`src/ahb_pkg.sv`:
```
`default_nettype none

// AHB-Lite side encodings and the command handed to the AXI paths
package ahb_pkg;

	localparam int HADDR_W = 32; // HADDR width
	localparam int HDATA_W = 64; // HWDATA / HRDATA width

	// HTRANS encoding
	typedef enum logic [1:0] {
		HTRANS_IDLE   = 2'b00, // No transfer
		HTRANS_BUSY   = 2'b01, // Burst pause, ignored
		HTRANS_NONSEQ = 2'b10, // First or single beat
		HTRANS_SEQ    = 2'b11  // Later burst beat
	} htrans_e;

	// HSIZE encoding
	// Only byte through doubleword fit the 64-bit bus
	typedef enum logic [2:0] {
		HSIZE_BYTE  = 3'b000,
		HSIZE_HALF  = 3'b001,
		HSIZE_WORD  = 3'b010,
		HSIZE_DWORD = 3'b011
	} hsize_e;

	// Captured address phase
	typedef struct packed {
		logic [HADDR_W-1:0] addr;  // HADDR at acceptance
		hsize_e             size;  // HSIZE at acceptance
		logic               write; // HWRITE at acceptance
	} ahb_cmd_t;

endpackage

`default_nettype wire

```
`src/axi_pkg.sv`:
```
`default_nettype none

// AXI4 master side widths, response codes and channel payloads
package axi_pkg;

	localparam int AXI_ADDR_W = 32;
	localparam int AXI_DATA_W = 64;
	localparam int AXI_STRB_W = AXI_DATA_W / 8; // One strobe bit per byte lane

	// xRESP encoding
	typedef enum logic [1:0] {
		RESP_OKAY   = 2'b00,
		RESP_EXOKAY = 2'b01, // Not expected, no exclusive access issued
		RESP_SLVERR = 2'b10,
		RESP_DECERR = 2'b11
	} axi_resp_e;

	// AW and AR beat
	// LEN, BURST and the rest are implied: single INCR beat
	typedef struct packed {
		logic [AXI_ADDR_W-1:0] addr;
		logic [2:0]            size; // Bytes per beat as log2
	} axi_ax_t;

	// W beat, always the last one
	typedef struct packed {
		logic [AXI_DATA_W-1:0] data;
		logic [AXI_STRB_W-1:0] strb;
	} axi_w_t;

	// Completion report from a path back to the AHB slave
	typedef struct packed {
		logic                  err;  // Response was not OKAY
		logic [AXI_DATA_W-1:0] data; // Read data, zero on writes
	} axi_done_t;

endpackage

`default_nettype wire

```
`src/ahb_axi_bridge.sv`:
```
`timescale 1ns/1ps
`default_nettype none

// AHB-Lite slave to AXI4 master bridge, single transfers only
module ahb_axi_bridge (
	input  logic                            HCLK,
	input  logic                            HRESETn,
	// AHB-Lite slave
	input  logic [ahb_pkg::HADDR_W-1:0]     HADDR,
	input  logic                            HWRITE,
	input  ahb_pkg::hsize_e                 HSIZE,
	input  ahb_pkg::htrans_e                HTRANS,
	input  logic [ahb_pkg::HDATA_W-1:0]     HWDATA,
	output logic                            HREADY,
	output logic                            HRESP,
	output logic [ahb_pkg::HDATA_W-1:0]     HRDATA,
	// AXI4 master
	output logic                            aw_valid_o,
	output axi_pkg::axi_ax_t                aw_o,
	input  logic                            aw_ready_i,
	output logic                            w_valid_o,
	output axi_pkg::axi_w_t                 w_o,
	input  logic                            w_ready_i,
	input  logic                            b_valid_i,
	input  axi_pkg::axi_resp_e              b_resp_i,
	output logic                            b_ready_o,
	output logic                            ar_valid_o,
	output axi_pkg::axi_ax_t                ar_o,
	input  logic                            ar_ready_i,
	input  logic                            r_valid_i,
	input  logic [axi_pkg::AXI_DATA_W-1:0]  r_data_i,
	input  axi_pkg::axi_resp_e              r_resp_i,
	output logic                            r_ready_o
);

	import ahb_pkg::*;
	import axi_pkg::*;

	ahb_cmd_t  cmd;
	logic      wr_start;
	logic      rd_start;
	logic      wr_done;
	logic      rd_done;
	axi_done_t wr_info;
	axi_done_t rd_info;
	axi_done_t done_info;

	// Only one path is busy, the idle one reports zero
	assign done_info.err  = wr_info.err | rd_info.err;
	assign done_info.data = wr_info.data | rd_info.data;

	ahb_slave_ctrl u_slave (
		.HCLK (HCLK), .HRESETn (HRESETn),
		.haddr_i (HADDR), .hwrite_i (HWRITE), .hsize_i (HSIZE), .htrans_i (HTRANS),
		.wr_done_i (wr_done), .rd_done_i (rd_done), .done_i (done_info),
		.hready_o (HREADY), .hresp_o (HRESP), .hrdata_o (HRDATA),
		.cmd_o (cmd), .wr_start_o (wr_start), .rd_start_o (rd_start)
	);

	axi_write_ctrl u_wr (
		.HCLK (HCLK), .HRESETn (HRESETn),
		.start_i (wr_start), .cmd_i (cmd), .hwdata_i (HWDATA),
		.aw_ready_i (aw_ready_i), .w_ready_i (w_ready_i),
		.b_valid_i (b_valid_i), .b_resp_i (b_resp_i),
		.aw_valid_o (aw_valid_o), .aw_o (aw_o), .w_valid_o (w_valid_o), .w_o (w_o),
		.b_ready_o (b_ready_o), .done_o (wr_done), .done_info_o (wr_info)
	);

	axi_read_ctrl u_rd (
		.HCLK (HCLK), .HRESETn (HRESETn),
		.start_i (rd_start), .cmd_i (cmd), .ar_ready_i (ar_ready_i),
		.r_valid_i (r_valid_i), .r_data_i (r_data_i), .r_resp_i (r_resp_i),
		.ar_valid_o (ar_valid_o), .ar_o (ar_o), .r_ready_o (r_ready_o),
		.done_o (rd_done), .done_info_o (rd_info)
	);

endmodule

`default_nettype wire

```
`src/ahb_slave_ctrl.sv`:
```
`timescale 1ns/1ps
`default_nettype none

// AHB-Lite slave front end
// Captures one address phase at a time and stalls until the AXI path reports done
module ahb_slave_ctrl (
	input  logic                          HCLK,
	input  logic                          HRESETn,
	input  logic [ahb_pkg::HADDR_W-1:0]   haddr_i,
	input  logic                          hwrite_i,
	input  ahb_pkg::hsize_e               hsize_i,
	input  ahb_pkg::htrans_e              htrans_i,
	input  logic                          wr_done_i,  // B handshake
	input  logic                          rd_done_i,  // R handshake
	input  axi_pkg::axi_done_t            done_i,     // Merged report of both paths
	output logic                          hready_o,
	output logic                          hresp_o,
	output logic [ahb_pkg::HDATA_W-1:0]   hrdata_o,
	output ahb_pkg::ahb_cmd_t             cmd_o,      // Held for the whole transfer
	output logic                          wr_start_o,
	output logic                          rd_start_o
);

	import ahb_pkg::*;

	typedef enum logic [1:0] {
		ST_IDLE, // Ready for an address phase
		ST_WAIT, // AXI transaction in flight
		ST_ERR1, // First ERROR cycle, HREADY low
		ST_ERR2  // Second ERROR cycle, HREADY high
	} state_e;

	state_e state_q;
	state_e state_d;
	logic   accept;
	logic   done;

	assign done = wr_done_i | rd_done_i;

	// IDLE and BUSY never start anything
	assign accept = hready_o && (htrans_i == HTRANS_NONSEQ || htrans_i == HTRANS_SEQ);

	// Response outputs straight from state
	assign hready_o = (state_q == ST_IDLE) || (state_q == ST_ERR2);
	assign hresp_o  = (state_q == ST_ERR1) || (state_q == ST_ERR2);

	always_comb begin
		state_d = state_q;
		case (state_q)
			ST_IDLE: begin
				if (accept) begin
					state_d = ST_WAIT;
				end
			end
			ST_WAIT: begin
				if (done) begin
					state_d = done_i.err ? ST_ERR1 : ST_IDLE; // Error takes two cycles
				end
			end
			ST_ERR1: state_d = ST_ERR2;
			ST_ERR2: state_d = accept ? ST_WAIT : ST_IDLE; // Master may go on here
			default: state_d = ST_IDLE;
		endcase
	end

	always_ff @(posedge HCLK or negedge HRESETn) begin
		if (!HRESETn) begin
			state_q    <= ST_IDLE;
			wr_start_o <= 1'b0;
			rd_start_o <= 1'b0;
			hrdata_o   <= '0;
		end else begin
			state_q    <= state_d;
			wr_start_o <= accept & hwrite_i;  // One cycle, data phase of a write
			rd_start_o <= accept & ~hwrite_i;
			if (rd_done_i) begin
				hrdata_o <= done_i.data; // Shown when HREADY rises
			end
		end
	end

	// Address phase capture
	always_ff @(posedge HCLK) begin
		if (accept) begin
			cmd_o.addr  <= haddr_i;
			cmd_o.size  <= hsize_i;
			cmd_o.write <= hwrite_i;
		end
	end

endmodule

`default_nettype wire

```
`src/axi_chan_reg.sv`:
```
`timescale 1ns/1ps
`default_nettype none

// Holding register for one AXI request channel
// Loaded at an edge, valid from the next cycle until the handshake edge
module axi_chan_reg #(
	parameter type payload_t = logic
) (
	input  logic     HCLK,
	input  logic     HRESETn,
	input  logic     load_i,    // Take a new payload at this edge
	input  payload_t payload_i,
	input  logic     ready_i,   // xREADY from the slave
	output logic     valid_o,   // xVALID to the slave
	output payload_t payload_o
);

	logic handshake;

	assign handshake = valid_o & ready_i;

	// Valid flag
	always_ff @(posedge HCLK or negedge HRESETn) begin
		if (!HRESETn) begin
			valid_o <= 1'b0;
		end else if (load_i) begin
			valid_o <= 1'b1; // Next beat pending
		end else if (handshake) begin
			valid_o <= 1'b0; // Beat taken
		end
	end

	// Payload held stable while valid waits for ready
	always_ff @(posedge HCLK) begin
		if (load_i) begin
			payload_o <= payload_i;
		end
	end

endmodule

`default_nettype wire

```
`src/axi_read_ctrl.sv`:
```
`timescale 1ns/1ps
`default_nettype none

// Read path
// One AR beat, then wait for R and pass RDATA back
module axi_read_ctrl (
	input  logic                            HCLK,
	input  logic                            HRESETn,
	input  logic                            start_i,
	input  ahb_pkg::ahb_cmd_t               cmd_i,
	input  logic                            ar_ready_i,
	input  logic                            r_valid_i,
	input  logic [axi_pkg::AXI_DATA_W-1:0]  r_data_i,
	input  axi_pkg::axi_resp_e              r_resp_i,
	output logic                            ar_valid_o,
	output axi_pkg::axi_ax_t                ar_o,
	output logic                            r_ready_o,
	output logic                            done_o,
	output axi_pkg::axi_done_t              done_info_o
);

	import axi_pkg::*;

	axi_ax_t ar_beat;
	logic    r_pend_q;

	assign ar_beat.addr = cmd_i.addr;
	assign ar_beat.size = cmd_i.size;

	axi_chan_reg #(
		.payload_t (axi_ax_t)
	) u_ar_reg (
		.HCLK      (HCLK),
		.HRESETn   (HRESETn),
		.load_i    (start_i),
		.payload_i (ar_beat),
		.ready_i   (ar_ready_i),
		.valid_o   (ar_valid_o),
		.payload_o (ar_o)
	);

	// RREADY while the read is outstanding
	always_ff @(posedge HCLK or negedge HRESETn) begin
		if (!HRESETn) begin
			r_pend_q <= 1'b0;
		end else if (start_i) begin
			r_pend_q <= 1'b1;
		end else if (done_o) begin
			r_pend_q <= 1'b0; // Single beat, so the first R ends it
		end
	end

	assign r_ready_o = r_pend_q;
	assign done_o    = r_valid_i & r_pend_q;

	// Zero outside the done cycle so the top can OR both reports
	assign done_info_o.err  = done_o && (r_resp_i != RESP_OKAY);
	assign done_info_o.data = done_o ? r_data_i : '0;

endmodule

`default_nettype wire

```
`src/axi_write_ctrl.sv`:
```
`timescale 1ns/1ps
`default_nettype none

// Write path
// One AW beat, one W beat, then wait for B
module axi_write_ctrl (
	input  logic                          HCLK,
	input  logic                          HRESETn,
	input  logic                          start_i,     // Data phase of an accepted write
	input  ahb_pkg::ahb_cmd_t             cmd_i,
	input  logic [ahb_pkg::HDATA_W-1:0]   hwdata_i,    // Sampled with start_i
	input  logic                          aw_ready_i,
	input  logic                          w_ready_i,
	input  logic                          b_valid_i,
	input  axi_pkg::axi_resp_e            b_resp_i,
	output logic                          aw_valid_o,
	output axi_pkg::axi_ax_t              aw_o,
	output logic                          w_valid_o,
	output axi_pkg::axi_w_t               w_o,
	output logic                          b_ready_o,
	output logic                          done_o,
	output axi_pkg::axi_done_t            done_info_o
);

	import ahb_pkg::*;
	import axi_pkg::*;

	localparam int OFFS_W = $clog2(AXI_STRB_W); // Byte lane index bits

	axi_ax_t               aw_beat;
	axi_w_t                w_beat;
	logic [AXI_STRB_W-1:0] size_mask; // 2^size ones from lane 0
	logic                  b_pend_q;

	always_comb begin
		case (cmd_i.size)
			HSIZE_BYTE:  size_mask = 8'h01;
			HSIZE_HALF:  size_mask = 8'h03;
			HSIZE_WORD:  size_mask = 8'h0f;
			HSIZE_DWORD: size_mask = 8'hff;
			default:     size_mask = 8'hff;
		endcase
	end

	always_comb begin
		aw_beat.addr = cmd_i.addr;
		aw_beat.size = cmd_i.size;
		w_beat.data  = hwdata_i;                               // Full bus, lanes picked by strb
		w_beat.strb  = size_mask << cmd_i.addr[OFFS_W-1:0]; // Shift to the address offset
	end

	axi_chan_reg #(
		.payload_t (axi_ax_t)
	) u_aw_reg (
		.HCLK      (HCLK),
		.HRESETn   (HRESETn),
		.load_i    (start_i),
		.payload_i (aw_beat),
		.ready_i   (aw_ready_i),
		.valid_o   (aw_valid_o),
		.payload_o (aw_o)
	);

	axi_chan_reg #(
		.payload_t (axi_w_t)
	) u_w_reg (
		.HCLK      (HCLK),
		.HRESETn   (HRESETn),
		.load_i    (start_i),
		.payload_i (w_beat),
		.ready_i   (w_ready_i),
		.valid_o   (w_valid_o),
		.payload_o (w_o)
	);

	// BREADY from load until the response arrives
	always_ff @(posedge HCLK or negedge HRESETn) begin
		if (!HRESETn) begin
			b_pend_q <= 1'b0;
		end else if (start_i) begin
			b_pend_q <= 1'b1;
		end else if (done_o) begin
			b_pend_q <= 1'b0;
		end
	end

	assign b_ready_o = b_pend_q;
	assign done_o    = b_valid_i & b_pend_q;

	// Report is all zero outside the done cycle
	assign done_info_o.err  = done_o && (b_resp_i != RESP_OKAY);
	assign done_info_o.data = '0;

endmodule

`default_nettype wire

```
`config.mk`:
```
export PLATFORM = sky130hd
export DESIGN_NAME = ahb_axi_bridge
export DESIGN_NICKNAME = d
export VERILOG_FILES = /design/src/ahb_pkg.sv /design/src/axi_pkg.sv /design/src/ahb_axi_bridge.sv /design/src/ahb_slave_ctrl.sv /design/src/axi_chan_reg.sv /design/src/axi_read_ctrl.sv /design/src/axi_write_ctrl.sv
export SDC_FILE = /design/constraint.sdc
export NUM_CORES = 1
export LEC_CHECK = 0
export BUFFER_PORTS_ARGS = -buffer_cell sky130_fd_sc_hd__buf_2
export CAP_MARGIN = 25
export CORE_AREA = 2 2 150 152
export CTS_BUF_LIST = sky130_fd_sc_hd__clkbuf_16
export DETAILED_ROUTE_END_ITERATION = 6
export DIE_AREA = 0 0 152 154
export PLACE_DENSITY = 0.71
export SYNTH_ARGS = -nofsm -noshare
export SYNTH_HDL_FRONTEND = slang
export SYNTH_SLANG_ARGS = --single-unit
```
`constraint.sdc`:
```
create_clock -name HCLK -period 3.05 [get_ports HCLK]
set_input_delay 0.4575 -clock HCLK [delete_from_list [all_inputs] [get_ports HCLK]]
set_output_delay 0.4575 -clock HCLK [all_outputs]
set_load 0.01 [all_outputs]
```
# Yosys cells after proc, flatten, opt, wreduce, memory -nomap -nowiden
# Cells that the tools add are included.
dict set report totals {
  in_bits 177
  elab_cells 69
  regBits 250
  output_inout_bits 213
}
dict set report classes {
  n_shift 1
  reduce_logical 16
  n_mux 16
  n_eq_ne 9
  bitwise_logic 10
}
# cell n
set op_table {}
lappend op_table {{$pmux W8 S3} 1}
lappend op_table {{$reduce_bool A2 Y1} 7}
lappend op_table {{$mux W1} 11}
lappend op_table {{$eq A2 B2 Y1 const B} 4}
lappend op_table {{$pmux W2 S4} 1}
lappend op_table {{$shl A8 B3 Y8} 1}
lappend op_table {{$and A1 B1 Y1} 7}
lappend op_table {{$mux W2} 3}
lappend op_table {{$ne A2 B1 Y1 const B} 2}
lappend op_table {{$eq A3 B1 Y1 const B} 1}
lappend op_table {{$eq A3 B2 Y1 const B} 1}
lappend op_table {{$logic_and A1 B1 Y1} 3}
lappend op_table {{$logic_not A3 Y1} 1}
lappend op_table {{$logic_or A1 B1 Y1} 3}
lappend op_table {{$eq A2 B1 Y1 const B} 1}
lappend op_table {{$logic_not A2 Y1} 1}
lappend op_table {{$or A1 B1 Y1} 2}
lappend op_table {{$reduce_and A2 Y1} 1}
lappend op_table {{$not A1 Y1} 1}

# Depth between registers and ports, before layout
# Gate-level depths: netlist of the first run.
dict set report depth {
  depth_word 6
  mapped_depth 6
  ltp_nobuf 6
}

# Modules after synthesis
# A second synthesis of the first run with hierarchy kept.
dict set report hier_totals {
  cells_unflattened 603
  hier_area_um2 9843.2
}
# mod instances cells_per_inst area_each_um2
set by_module_without_submodules {}
lappend by_module_without_submodules {ahb_slave_ctrl 1 201 3722.3}
lappend by_module_without_submodules {{axi_chan_reg at u_wr.u_w_reg} 1 75 2198.4}
lappend by_module_without_submodules {{axi_chan_reg at u_rd.u_ar_reg ...} 2 38 1087.3}
lappend by_module_without_submodules {axi_write_ctrl 1 103 772.0}
lappend by_module_without_submodules {axi_read_ctrl 1 83 569.3}
lappend by_module_without_submodules {ahb_axi_bridge 1 65 406.6}

# Worst setup path after synthesis of the first run
# Ideal clock, no wire load.
dict set report synth_path {
  path_type {register to register}
  startpoint {register u_slave.wr_start_o}
  endpoint {register u_wr.u_aw_reg.payload_o[0] in the netlist's numbering, enable pin}
  t_arrival_ns 2.506
  required_ns 2.582
  path_stages_with_launch 1
  setup_slack_ns 0.077
  setup_time_ns 0.468
  path_cell_list {dfrtp_1}
}
# element line
set synth_rtl {}
lappend synth_rtl {{start, declared} ahb_slave_ctrl.sv:20} ;# output logic wr_start_o,
lappend synth_rtl {{start signal, assigned} ahb_slave_ctrl.sv:74} ;# wr_start_o <= accept & hwrite_i;
lappend synth_rtl {{end signal, assigned} axi_chan_reg.sv:36} ;# payload_o <= payload_i;
lappend synth_rtl {{end, declared} axi_chan_reg.sv:15} ;# output payload_t payload_o
# No word-level cell between the ends.

# Worst setup path after layout of the first run
dict set report layout_path {
  startpoint {register u_slave.state_q[0]}
  endpoint {output HRESP}
}
dict set report layout_between {
  elab_chain_len 2
  elab_cells_between_ends 3
  cone_classes {2 x eq/ne; 1 x reduce/logical}
}
# element line
set layout_lines {}
lappend layout_lines {{start, declared} ahb_slave_ctrl.sv:33} ;# state_e state_q;
lappend layout_lines {{start signal, assigned} ahb_slave_ctrl.sv:73} ;# state_q <= state_d;
lappend layout_lines {{$eq A2 B2 Y1} ahb_slave_ctrl.sv:45} ;# assign hresp_o = (state_q == ST_ERR1) || (state_q == ST_ERR2);
lappend layout_lines {{$logic_or A1 B1 Y1 (*)} ahb_slave_ctrl.sv:45}
lappend layout_lines {{end, declared} ahb_axi_bridge.sv:15} ;# output logic HRESP,
# Every way passes the cells marked *; elsewhere a longest branch is shown, timed or not.

==> results of run 1 <==
==> sequential cells by signal, indices dropped and copies added (netlist names), named ones only <==
register,flops
u_rd.r_ready_o,1
u_rd.u_ar_reg.payload_o,35
u_rd.u_ar_reg.valid_o,1
u_slave.cmd_o,35
u_slave.hrdata_o,64
u_slave.rd_start_o,1
u_slave.state_q,1
u_slave.wr_start_o,1
u_wr.b_ready_o,1
u_wr.u_aw_reg.payload_o,35
u_wr.u_aw_reg.valid_o,1
u_wr.u_w_reg.payload_o,72
u_wr.u_w_reg.valid_o,1
==> cells in the final DEF, fill, tap and decap left out, types with 2 or more instances in the layout <==
master / netlist / layout
o21a_1: 2 / 2
mux2_2: 24 / 24
ha_1: 5 / 5
clkinv_1: 0 / 6
a21o_1: 7 / 7
clkbuf_16: 0 / 27
inv_1: 9 / 11
nand2_1: 5 / 4
nand2b_1: 3 / 3
nor2_1: 6 / 6
clkinv_2: 0 / 3
mux2_4: 40 / 40
clkinvlp_2: 0 / 2
buf_2: 7 / 387
o22ai_1: 2 / 2
edfxtp_1: 177 / 177
bufinv_16: 0 / 6
nand3_1: 2 / 2
o21ai_0: 2 / 2
dfrtp_1: 73 / 71
buf_4: 0 / 3
a21oi_1: 6 / 6
buf_12: 0 / 2
==> cells by family (layout without fill, tap and decap cells) <==
logic type / count (synthesis) / in the layout / synth area share [%]
muxes: 65 / 65 / 10.4
buffers and inverters: 22 / 449 / 1.51
and+or+nand+nor: 20 / 20 / 1.16
AOI/OAI and AO/OA: 28 / 28 / 2.28
DFF: 250 / 250 / 84.0
adders and majority gates: 5 / 5 / 0.735
==> layout make-up <==
class	count	area [um2]	share of cell area, %
inverters	9	33.8	0.289
clock inverters	21	248	2.12
repair buffers	392	2000	17.1
multi-input cells	118	1240	10.6
well taps	280	350	2.99
flip-flops and latches	250	7150	61.1
clock buffers	27	676	5.78
==> final timing paths <==
path	from	end	slack [ns]	cells after the start
worst max-delay path	u_slave.state_q[0]	HRESP	0.97	4
max in group asynchronous	HRESETn	u_slave.wr_start_o	2.31	1
worst max register to register	u_slave.state_q[0]	u_slave.state_q[0]	1.14	7
worst min register to register	u_slave.cmd_o[15]	u_wr.u_aw_reg.payload_o[14]	0.45	0
worst min-delay path	HRESETn	u_slave.hrdata_o[38]	0.07	1
min in group HCLK	HWDATA[51]	u_wr.u_w_reg.payload_o[59]	0.11	1
==> report_power, final <==
part,switching [mW],internal (mW)
clock,1.24,2.10
combinational,1.23,1.25
sequential,0.583,4.73
==> routing by layer <==
metal | vias to the layer above | global-route usage, %
met4 | 0 | 6.41
met5 | - | 0
met3 | 36 | 6.00
met2 | 316 | 30.4
li1 | 2280 | -
met1 | 2482 | 21.1
==> metrics by stage <==
step / cells / utilization [%] / worst slack (ns)
6_report: 1097 / 53.9 / 0.974
2_1_floorplan: 390 / - / 0.0766
4_1_cts: 1097 / 53.9 / 0.942
3_5_place_dp: 1049 / 49.7 / 1.07
5_1_grt: 1097 / 53.9 / 0.889
3_3_place_gp: 1049 / 49.7 / 1.12
==> flow_summary.toml, run 1 <==
[outcome]
outcome = "finished clean"

[sta]
finalHoldViolations = 0
clock.fmax_mhz = 482
tns_ns = 0
skew_ns = 0.00850
worst_pin_slew_ns = 0.977
holdWs_ns = 0.0691
setup_viol = 0
final_max_slew_viol_count = 0
slew_headroom_pct = 34.9
period_share_pct = 68.1
min_period_ns = 2.08
grt_setup_unrepaired = "false"

[critical_path]
cp_slowest_cell = "dfrtp_1"
cp_num_buf_inv = 2
cp_cell_sequence = "inv_1 -> ha_1 -> or2_2 -> buf_2"
worst-setup-path-type = "reg -> out"
slowest_delay_ns = 0.40
critPathCaptureType = "output pin"
required_ns = 2.59
crit_family = "flip-flops"
arrival_ns = 1.62
worst-path-max-fanout = 4
worst_setup_path_start_kind = "register"

[drt]
drc_errors = 0
vias_per_cell = 4.66
drt-total-wl_mm = 21.7
drt-initial-drc-count = 252
wl_met1_mm = 8.07
top_layer_used = "met4"
wl_met3_mm = 2.19
wl_met2_mm = 10.8
first_pass_iters = 5
drt-wirelength-per-cell_um = 19.8
vias = 5114
drtAntennaViolNets = 0

[yosys]
yosys_warnings = 0
synthTopCellsByCount = "177 x edfxtp_1, 73 x dfrtp_1, 40 x mux2_4, 24 x mux2_2, 9 x inv_1"
async_reset_ff_share_pct = 29.2
syn_area_um2 = 8510
ys_top_cells_by_area = "edfxtp_1 62%, dfrtp_1 21%, mux2_4 7.1%"
ys_seq_area_share_pct = 84.0
synth_edf_count = 177
yosysTopAreaCell = "edfxtp_1"
synth_top_area_share_pct = 62.5
yosysMostFrequentCell = "edfxtp_1"
syn-num-nets = 572
ys_ff_latch = 250
synth-main-ff-cell = "edfxtp_1"
synth.distinct_cells = 32
avgSynthCellArea_um2 = 21.8
synthCells = 390

[grt]
antenna_found_initial = 0
grt_pass1_vias = 5311
gr-total-overflow = 0
grt_pass1_wl_mm = 31.9
grt_max_degree = 74
grtUsageTotal_pct = 17.8

[pwr]
vdd_drop_max_uv = 569
p_total_mw = 11.1
p_leak_nw = 5.25
p_per_area_nw_per_um2 = 952

[die]
die_w_um = 152
die_h_um = 154
row_count = 54
die_area_um2 = 23400
start_util_pct = 39.2
core_area_um2 = 21700
ios = 390

[layout]
area_growth_pct = 37.5
num-fill-cells = 1742
drive_gt1_share_pct = 61.4
nNetsFinal = 979
antenna_cells = 0
fin_area_um2 = 11700

[clocking]
cts_root_buffer = "clkbuf_16"
post-cts-setup-buffer-count = 0
cts_buffers = 26
cts_buffer_depth = 3
cts.sinks = 250
cts_tree = "built"
ctsResizeCount = 0
htreeDepth = 1
cts_hold_buffers = 0
clock_latency_ns = 0.51
clk_pin_slew_worst_paths_ns = 0.06

[placement]
portBuffers = 388
placed_area_um2 = 10800
dpl.hpwl_mm = 15.8
place.gp.congestion = 0.838

[hold_path]
hold_path.class = "in -> async"

[job]
timing.max_cap.violations = 0
(Power assumes the default switching activity.)
==> run 2, diff against run 1 <==
--- a/config.mk
+++ b/config.mk
@@ -5,12 +5,13 @@
 export SDC_FILE = /design/constraint.sdc
 export NUM_CORES = 1
 export LEC_CHECK = 0
+export ABC_AREA = 1
 export BUFFER_PORTS_ARGS = -buffer_cell sky130_fd_sc_hd__buf_2
 export CAP_MARGIN = 25
-export CORE_AREA = 2 2 150 152
+export CORE_AREA = 2 2 151 153
 export CTS_BUF_LIST = sky130_fd_sc_hd__clkbuf_16
 export DETAILED_ROUTE_END_ITERATION = 6
-export DIE_AREA = 0 0 152 154
+export DIE_AREA = 0 0 153 155
 export PLACE_DENSITY = 0.71
 export SYNTH_ARGS = -nofsm -noshare
 export SYNTH_HDL_FRONTEND = slang
==> constraint.sdc (replaced) <==
create_clock -name HCLK -period 1.7 [get_ports HCLK]
set_input_delay 0.255 -clock HCLK [delete_from_list [all_inputs] [get_ports HCLK]]
set_output_delay 0.255 -clock HCLK [all_outputs]
set_load 0.01 [all_outputs]
==> flow_summary.toml, run 2 <==
[sta]
worst_pin_slew_ns = 0.388
grt_setup_unrepaired = "true"
fin_ws_ns = -0.0960
holdWs_ns = 0.157
skew_ns = 0.0220
period_share_pct = 106
final_max_slew_viol_count = 0
slew_headroom_pct = 74.1
clock.fmax_mhz = 557
finalHoldViolations = 0
tns_ns = -0.141
min_period_ns = 1.80
setup_viol = 2

[layout]
drive_gt1_share_pct = 44.3
postLayoutCoreUtil_pct = 61.4
layout_common_cells = "385 x buf_2, 177 x edfxtp_1, 171 x dlygate4sd3_1"
fin_area_um2 = 13600
regArea_um2 = 7150
nNetsFinal = 1322
num-fill-cells = 1543
fin_cells = 1446
multi_input_area_um2 = 1220
largest_reg_flops = 72
area_growth_pct = 58.5
largestRegisters = "u_wr.u_w_reg.payload_o (72), u_slave.hrdata_o (64)"
layout_commonest_cell = "buf_2"
largest_register = "u_wr.u_w_reg.payload_o"

[grt]
grt_max_degree = 66
grt_pass1_wl_mm = 39.1
grtUsageTotal_pct = 21.5
gr-total-overflow = 0
antenna_found_initial = 1
grt_pass1_vias = 6864

[die]
row_count = 55
start_util_pct = 38.7
core_area_um2 = 22200
die_area_um2 = 23700
die_h_um = 155
die_w_um = 153
ios = 390

[critical_path]
rr_endpoint = "u_slave.cmd_o[9]"
required_ns = 1.44
ff2ff_setup_slack_ns = 0.01
worst-path-max-fanout = 5
worst_setup_path_start_kind = "register"
worst-setup-path-type = "reg -> out"
rr_worst_depth = 6
cp-endpoint = "HRESP"
arrival_ns = 1.54
critPathCaptureType = "output pin"

[pwr]
vdd_drop_max_uv = 793
netSwitchingFraction_pct = 31.0
combPwrFrac_pct = 27.0
internal_power_mw = 14.4
pwr-share-seq_pct = 45.8
p_clk_share_pct = 27.2
p_leak_nw = 6.25
p_total_mw = 20.8
p_switching_mw = 6.47
p_per_area_nw_per_um2 = 1530

[clocking]
clock_latency_ns = 0.53
cts_root_buffer = "clkbuf_16"
htreeDepth = 1
cts_buffer_depth = 3
cts.sinks = 250
cts_tree = "built"
clk_pin_slew_worst_paths_ns = 0.06
cts_buffers = 26

[placement]
place.gp.congestion = 0.780
placed_cells = 1216
placed_area_um2 = 10900
pre_cts_ws_ns = 0.176
portBuffers = 388
dpl.hpwl_mm = 16.6

[outcome]
violations = "negative setup slack"
outcome = "finished with violations"

[drt]
drt-total-wl_mm = 26.8
drt-wirelength-per-cell_um = 18.5
first_pass_iters = 4
vias_per_cell = 4.57
vias = 6602
drc_errors = 0
drt-initial-drc-count = 316
drtAntennaViolNets = 0

[job]
timing.max_cap.violations = 0

[yosys]
ys_ff_latch = 250
synth_top_area_share_pct = 61.7
ys_seq_area_share_pct = 82.9
synthTopCellsByCount = "177 x edfxtp_1, 163 x nand2_1, 73 x dfrtp_1, 51 x nand2_2, 24 x inv_1"
async_reset_ff_share_pct = 29.2
yosysTopAreaCell = "edfxtp_1"
syn_area_um2 = 8610
synthCells = 545
synth-main-ff-cell = "edfxtp_1"
synth.distinct_cells = 18
syn-num-nets = 727
yosys_warnings = 0
ys_top_cells_by_area = "edfxtp_1 62%, dfrtp_1 21%, nand2_1 7.1%"
synth_edf_count = 177
avgSynthCellArea_um2 = 15.8
yosysMostFrequentCell = "edfxtp_1"

[hold_path]
hold_path.class = "in -> async"
[run 2: changes by cell type after synthesis, moves of 3 or more]
cell	previous run	this run
nand2_1	5	163
nand2_2	0	51
mux2_4	40	0
mux2_2	24	0
inv_1	9	24
a21o_1	7	0
buf_2	7	0
buf_12	0	6
a21oi_1	6	10
nor2_1	6	10
o21ai_0	2	6
nand2b_1	3	0
nand3_1	2	5
[run 2: cell type report]
type / instances / share of cell area, %
clock buffers: 27 / 4.95
multi-input cells: 256 / 8.94
inverters: 25 / 0.724
repair buffers: 581 / 29.1
clock inverters: 21 / 1.30
flip-flops and latches: 250 / 52.4
diodes: 1 / 0.0183
well taps: 285 / 2.61
[run 2: worst max-delay path, stage by stage (launching register included)]
cell     delay (ns)
dfrtp_2        0.47
ha_4           0.18
or2_4          0.24
buf_6          0.12
[run 2: how the worst min path moves through the flow]
stage / to / slack [ns] / from
after detailed placement: u_slave.hrdata_o[1] / 0.17 / HRESETn
after floorplan: async pin / -0.04 / HRESETn
after CTS: u_slave.hrdata_o[4] / 0.14 / HRESETn
after global routing: u_slave.hrdata_o[1] / 0.17 / HRESETn
final: u_slave.hrdata_o[4] / 0.16 / HRESETn
after global placement: u_slave.hrdata_o[3] / 0.17 / HRESETn
[run 2: power by group through the flow]
stage | Combinational (mW) | Sequential [mW] | Clock [mW]
finish | 5.63 | 9.53 | 5.67
global route | 6.16 | 9.71 | 6.05
global placement | 4.68 | 9.51 | 0
CTS | 5.25 | 9.47 | 5.77
detailed placement | 4.82 | 9.53 | 0
floorplan | 1.65 | 10.3 | 0
[run 2: kinds of logic (layout without fill, tap and decap cells)]
group / after synthesis / count (layout) / synth area share [%]
simple gates: 233 / 233 / 11.8
compound gates: 18 / 18 / 1.05
fa+ha+maj: 5 / 5 / 0.727
other cells: 0 / 1 / 0
flops: 250 / 250 / 82.9
buf+inv: 39 / 654 / 3.49
[run 2: per-layer routing]
layer | wire [um] | up-vias | GRT usage [%]
met1 | 9730 | 3100 | 25.2
met2 | 13100 | 415 | 36.6
met4 | 1180 | 0 | 9.17
li1 | - | 3028 | -
met3 | 2760 | 59 | 6.88
met5 | 0 | - | 0
[run 2: repair_timing]
item	in CTS	in global routing
buffers inserted	3	6
endpoints found under the setup margin	2	3
pin swaps	1	1
hold buffers	171	0
cloned	0	1
resized for setup	8	9
hold endpoints to repair	243	0
==> run 3, diff against run 2 <==
==> constraint.sdc (replaced) <==
create_clock -name HCLK -period 1.7 [get_ports HCLK]
set_input_delay 0.085 -clock HCLK [delete_from_list [all_inputs] [get_ports HCLK]]
set_output_delay 0.085 -clock HCLK [all_outputs]
set_load 0.01 [all_outputs]
==> flow_summary.toml, run 3 (same netlist as run 2, synthesis figures left out) <==
[grt]
grtUsageTotal_pct = 22.3
antenna_found_initial = 0
gr-total-overflow = 0
grt_pass1_vias = 7092
grt_pass1_wl_mm = 40.7
grt_max_degree = 65

[sta]
setup_viol = 0
tns_ns = 0
fin_ws_ns = 0.0706
finalHoldViolations = 0
holdWs_ns = 0.0141
period_share_pct = 95.8
slew_headroom_pct = 44.8
min_period_ns = 1.63
clock.fmax_mhz = 614
skew_ns = 0.0115
grt_setup_unrepaired = "false"
worst_pin_slew_ns = 0.825
final_max_slew_viol_count = 0

[critical_path]
worst_setup_path_start_kind = "register"
cp_num_buf_inv = 3
ff2ff_setup_slack_ns = 0.22
worst-path-max-fanout = 5
rr_endpoint = "u_slave.cmd_o[9]"
arrival_ns = 1.54
slowest_delay_ns = 0.44
worst-setup-path-type = "reg -> out"
crit_family = "flip-flops"
cp_cell_sequence = "inv_1 -> ha_4 -> inv_1 -> buf_2"
timing.critical_path.mode_cell = "inv_1"
cp_slowest_cell = "dfrtp_2"
required_ns = 1.62
rr_worst_depth = 4
critPathCaptureType = "output pin"

[job]
timing.max_cap.violations = 0

[clocking]
cts_root_buffer = "clkbuf_16"
clk_pin_slew_worst_paths_ns = 0.06
clock_latency_ns = 0.52
cts_buffers = 27
cts_tree = "built"
htreeDepth = 1
cts_buffer_depth = 3
cts.sinks = 250

[pwr]
p_switching_mw = 6.42
p_per_area_nw_per_um2 = 1510
p_clk_share_pct = 27.0
internal_power_mw = 14.0
vdd_drop_max_uv = 808
pwr-share-seq_pct = 46.8
p_total_mw = 20.4
netSwitchingFraction_pct = 31.5
combPwrFrac_pct = 26.2
p_leak_nw = 6.21

[placement]
portBuffers = 388
place.gp.congestion = 0.796
dpl.hpwl_mm = 17.0
pre_cts_ws_ns = 0.234

[layout]
layout_common_cells = "386 x buf_2, 177 x edfxtp_1, 172 x dlygate4sd3_1"
antenna_cells = 0
largest_register = "u_wr.u_w_reg.payload_o"
largestRegisters = "u_wr.u_w_reg.payload_o (72), u_slave.hrdata_o (64)"
drive_gt1_share_pct = 43.3
area_growth_pct = 57.0
largest_reg_flops = 72
nNetsFinal = 1318
postLayoutCoreUtil_pct = 60.8
layout_commonest_cell = "buf_2"
num-fill-cells = 1587

[die]
die_h_um = 155
core_area_um2 = 22200
die_w_um = 153
start_util_pct = 38.7
die_area_um2 = 23700
row_count = 55
ios = 390

[drt]
first_pass_iters = 5
drt-initial-drc-count = 399
drt-total-wl_mm = 27.6
vias_per_cell = 4.65
vias = 6695
drc_errors = 0
drtAntennaViolNets = 0
drt-wirelength-per-cell_um = 19.2

[hold_path]
hold_path.class = "in -> reg"
min_from = "r_resp_i[1]"
min_path_cells = 7

[outcome]
outcome = "finished clean"
==> run 3: cell types whose count changed in the layout (fill, tap and decap cells not counted), moves of 2 or more <==
cell   before  now
buf_4      12    8
inv_1      25   30
ha_4        3    1
ha_2        0    2
buf_6       3    1
inv_4       2    0
==> run 3: per-layer routing <==
metal	up-vias	GRT usage (%)	part of all wire (%)
met5	-	0	0
met4	0	8.16	3.5
met3	59	6.55	9.0
met2	387	39.8	50
met1	3232	25.7	37
li1	3017	-	-
==> run 3: stage by stage <==
step | cells | instance area (um2)
after floorplan | 545 | 8630
after global placement | 1217 | 10900
after detailed placement | 1217 | 10900
after CTS | 1437 | 13500
after global routing | 1439 | 13500
final | 1439 | 13500
==> run 3: repair_timing <==
item                                    in CTS  in global routing
setup buffers                                1                  2
endpoints found under the setup margin       1                  2
hold buffers                               172                  0
gates resized for setup                      0                  5
endpoints found under the hold margin      243                  0
==> run 3: worst min-delay path, cell delays in order <==
cell and delay (ns):
buf_2 0.09, inv_1 0.04, nand2_1 0.04, nand2_1 0.05
nand2_1 0.05, nand2_1 0.07, o21ai_1 0.07
==> run 3: power by group through the flow <==
stage | sequential, mW | clock (mW) | combinational, mW
after floorplan | 10.3 | 0 | 1.65
after global placement | 9.53 | 0 | 4.75
after detailed placement | 9.55 | 0 | 4.92
after CTS | 9.49 | 5.56 | 5.24
after global routing | 9.71 | 5.86 | 5.82
final | 9.55 | 5.50 | 5.35
==> run 3: final cells by class <==
| cell class | count | area, um2 | share of cell area [%] |
|---|---|---|---|
| Sequential cell | 250 | 7150 | 52.9 |
| Clock inverter | 20 | 143 | 1.06 |
| Multi-Input combinational cell | 256 | 1200 | 8.85 |
| Inverter | 25 | 93.8 | 0.694 |
| Timing Repair Buffer | 576 | 3910 | 28.9 |
| Clock buffer | 27 | 676 | 5.00 |
| Tap cell | 285 | 357 | 2.64 |
==> run 3: how the worst max path moves through the flow <==
stage                                     to  cells after the start
final                                 HREADY                      4
after global routing                  HREADY                      4
after CTS                              HRESP                      4
after detailed placement   u_slave.cmd_o[22]                      4
after global placement     u_slave.cmd_o[11]                      4
after floorplan           u_slave.state_q[0]                      7
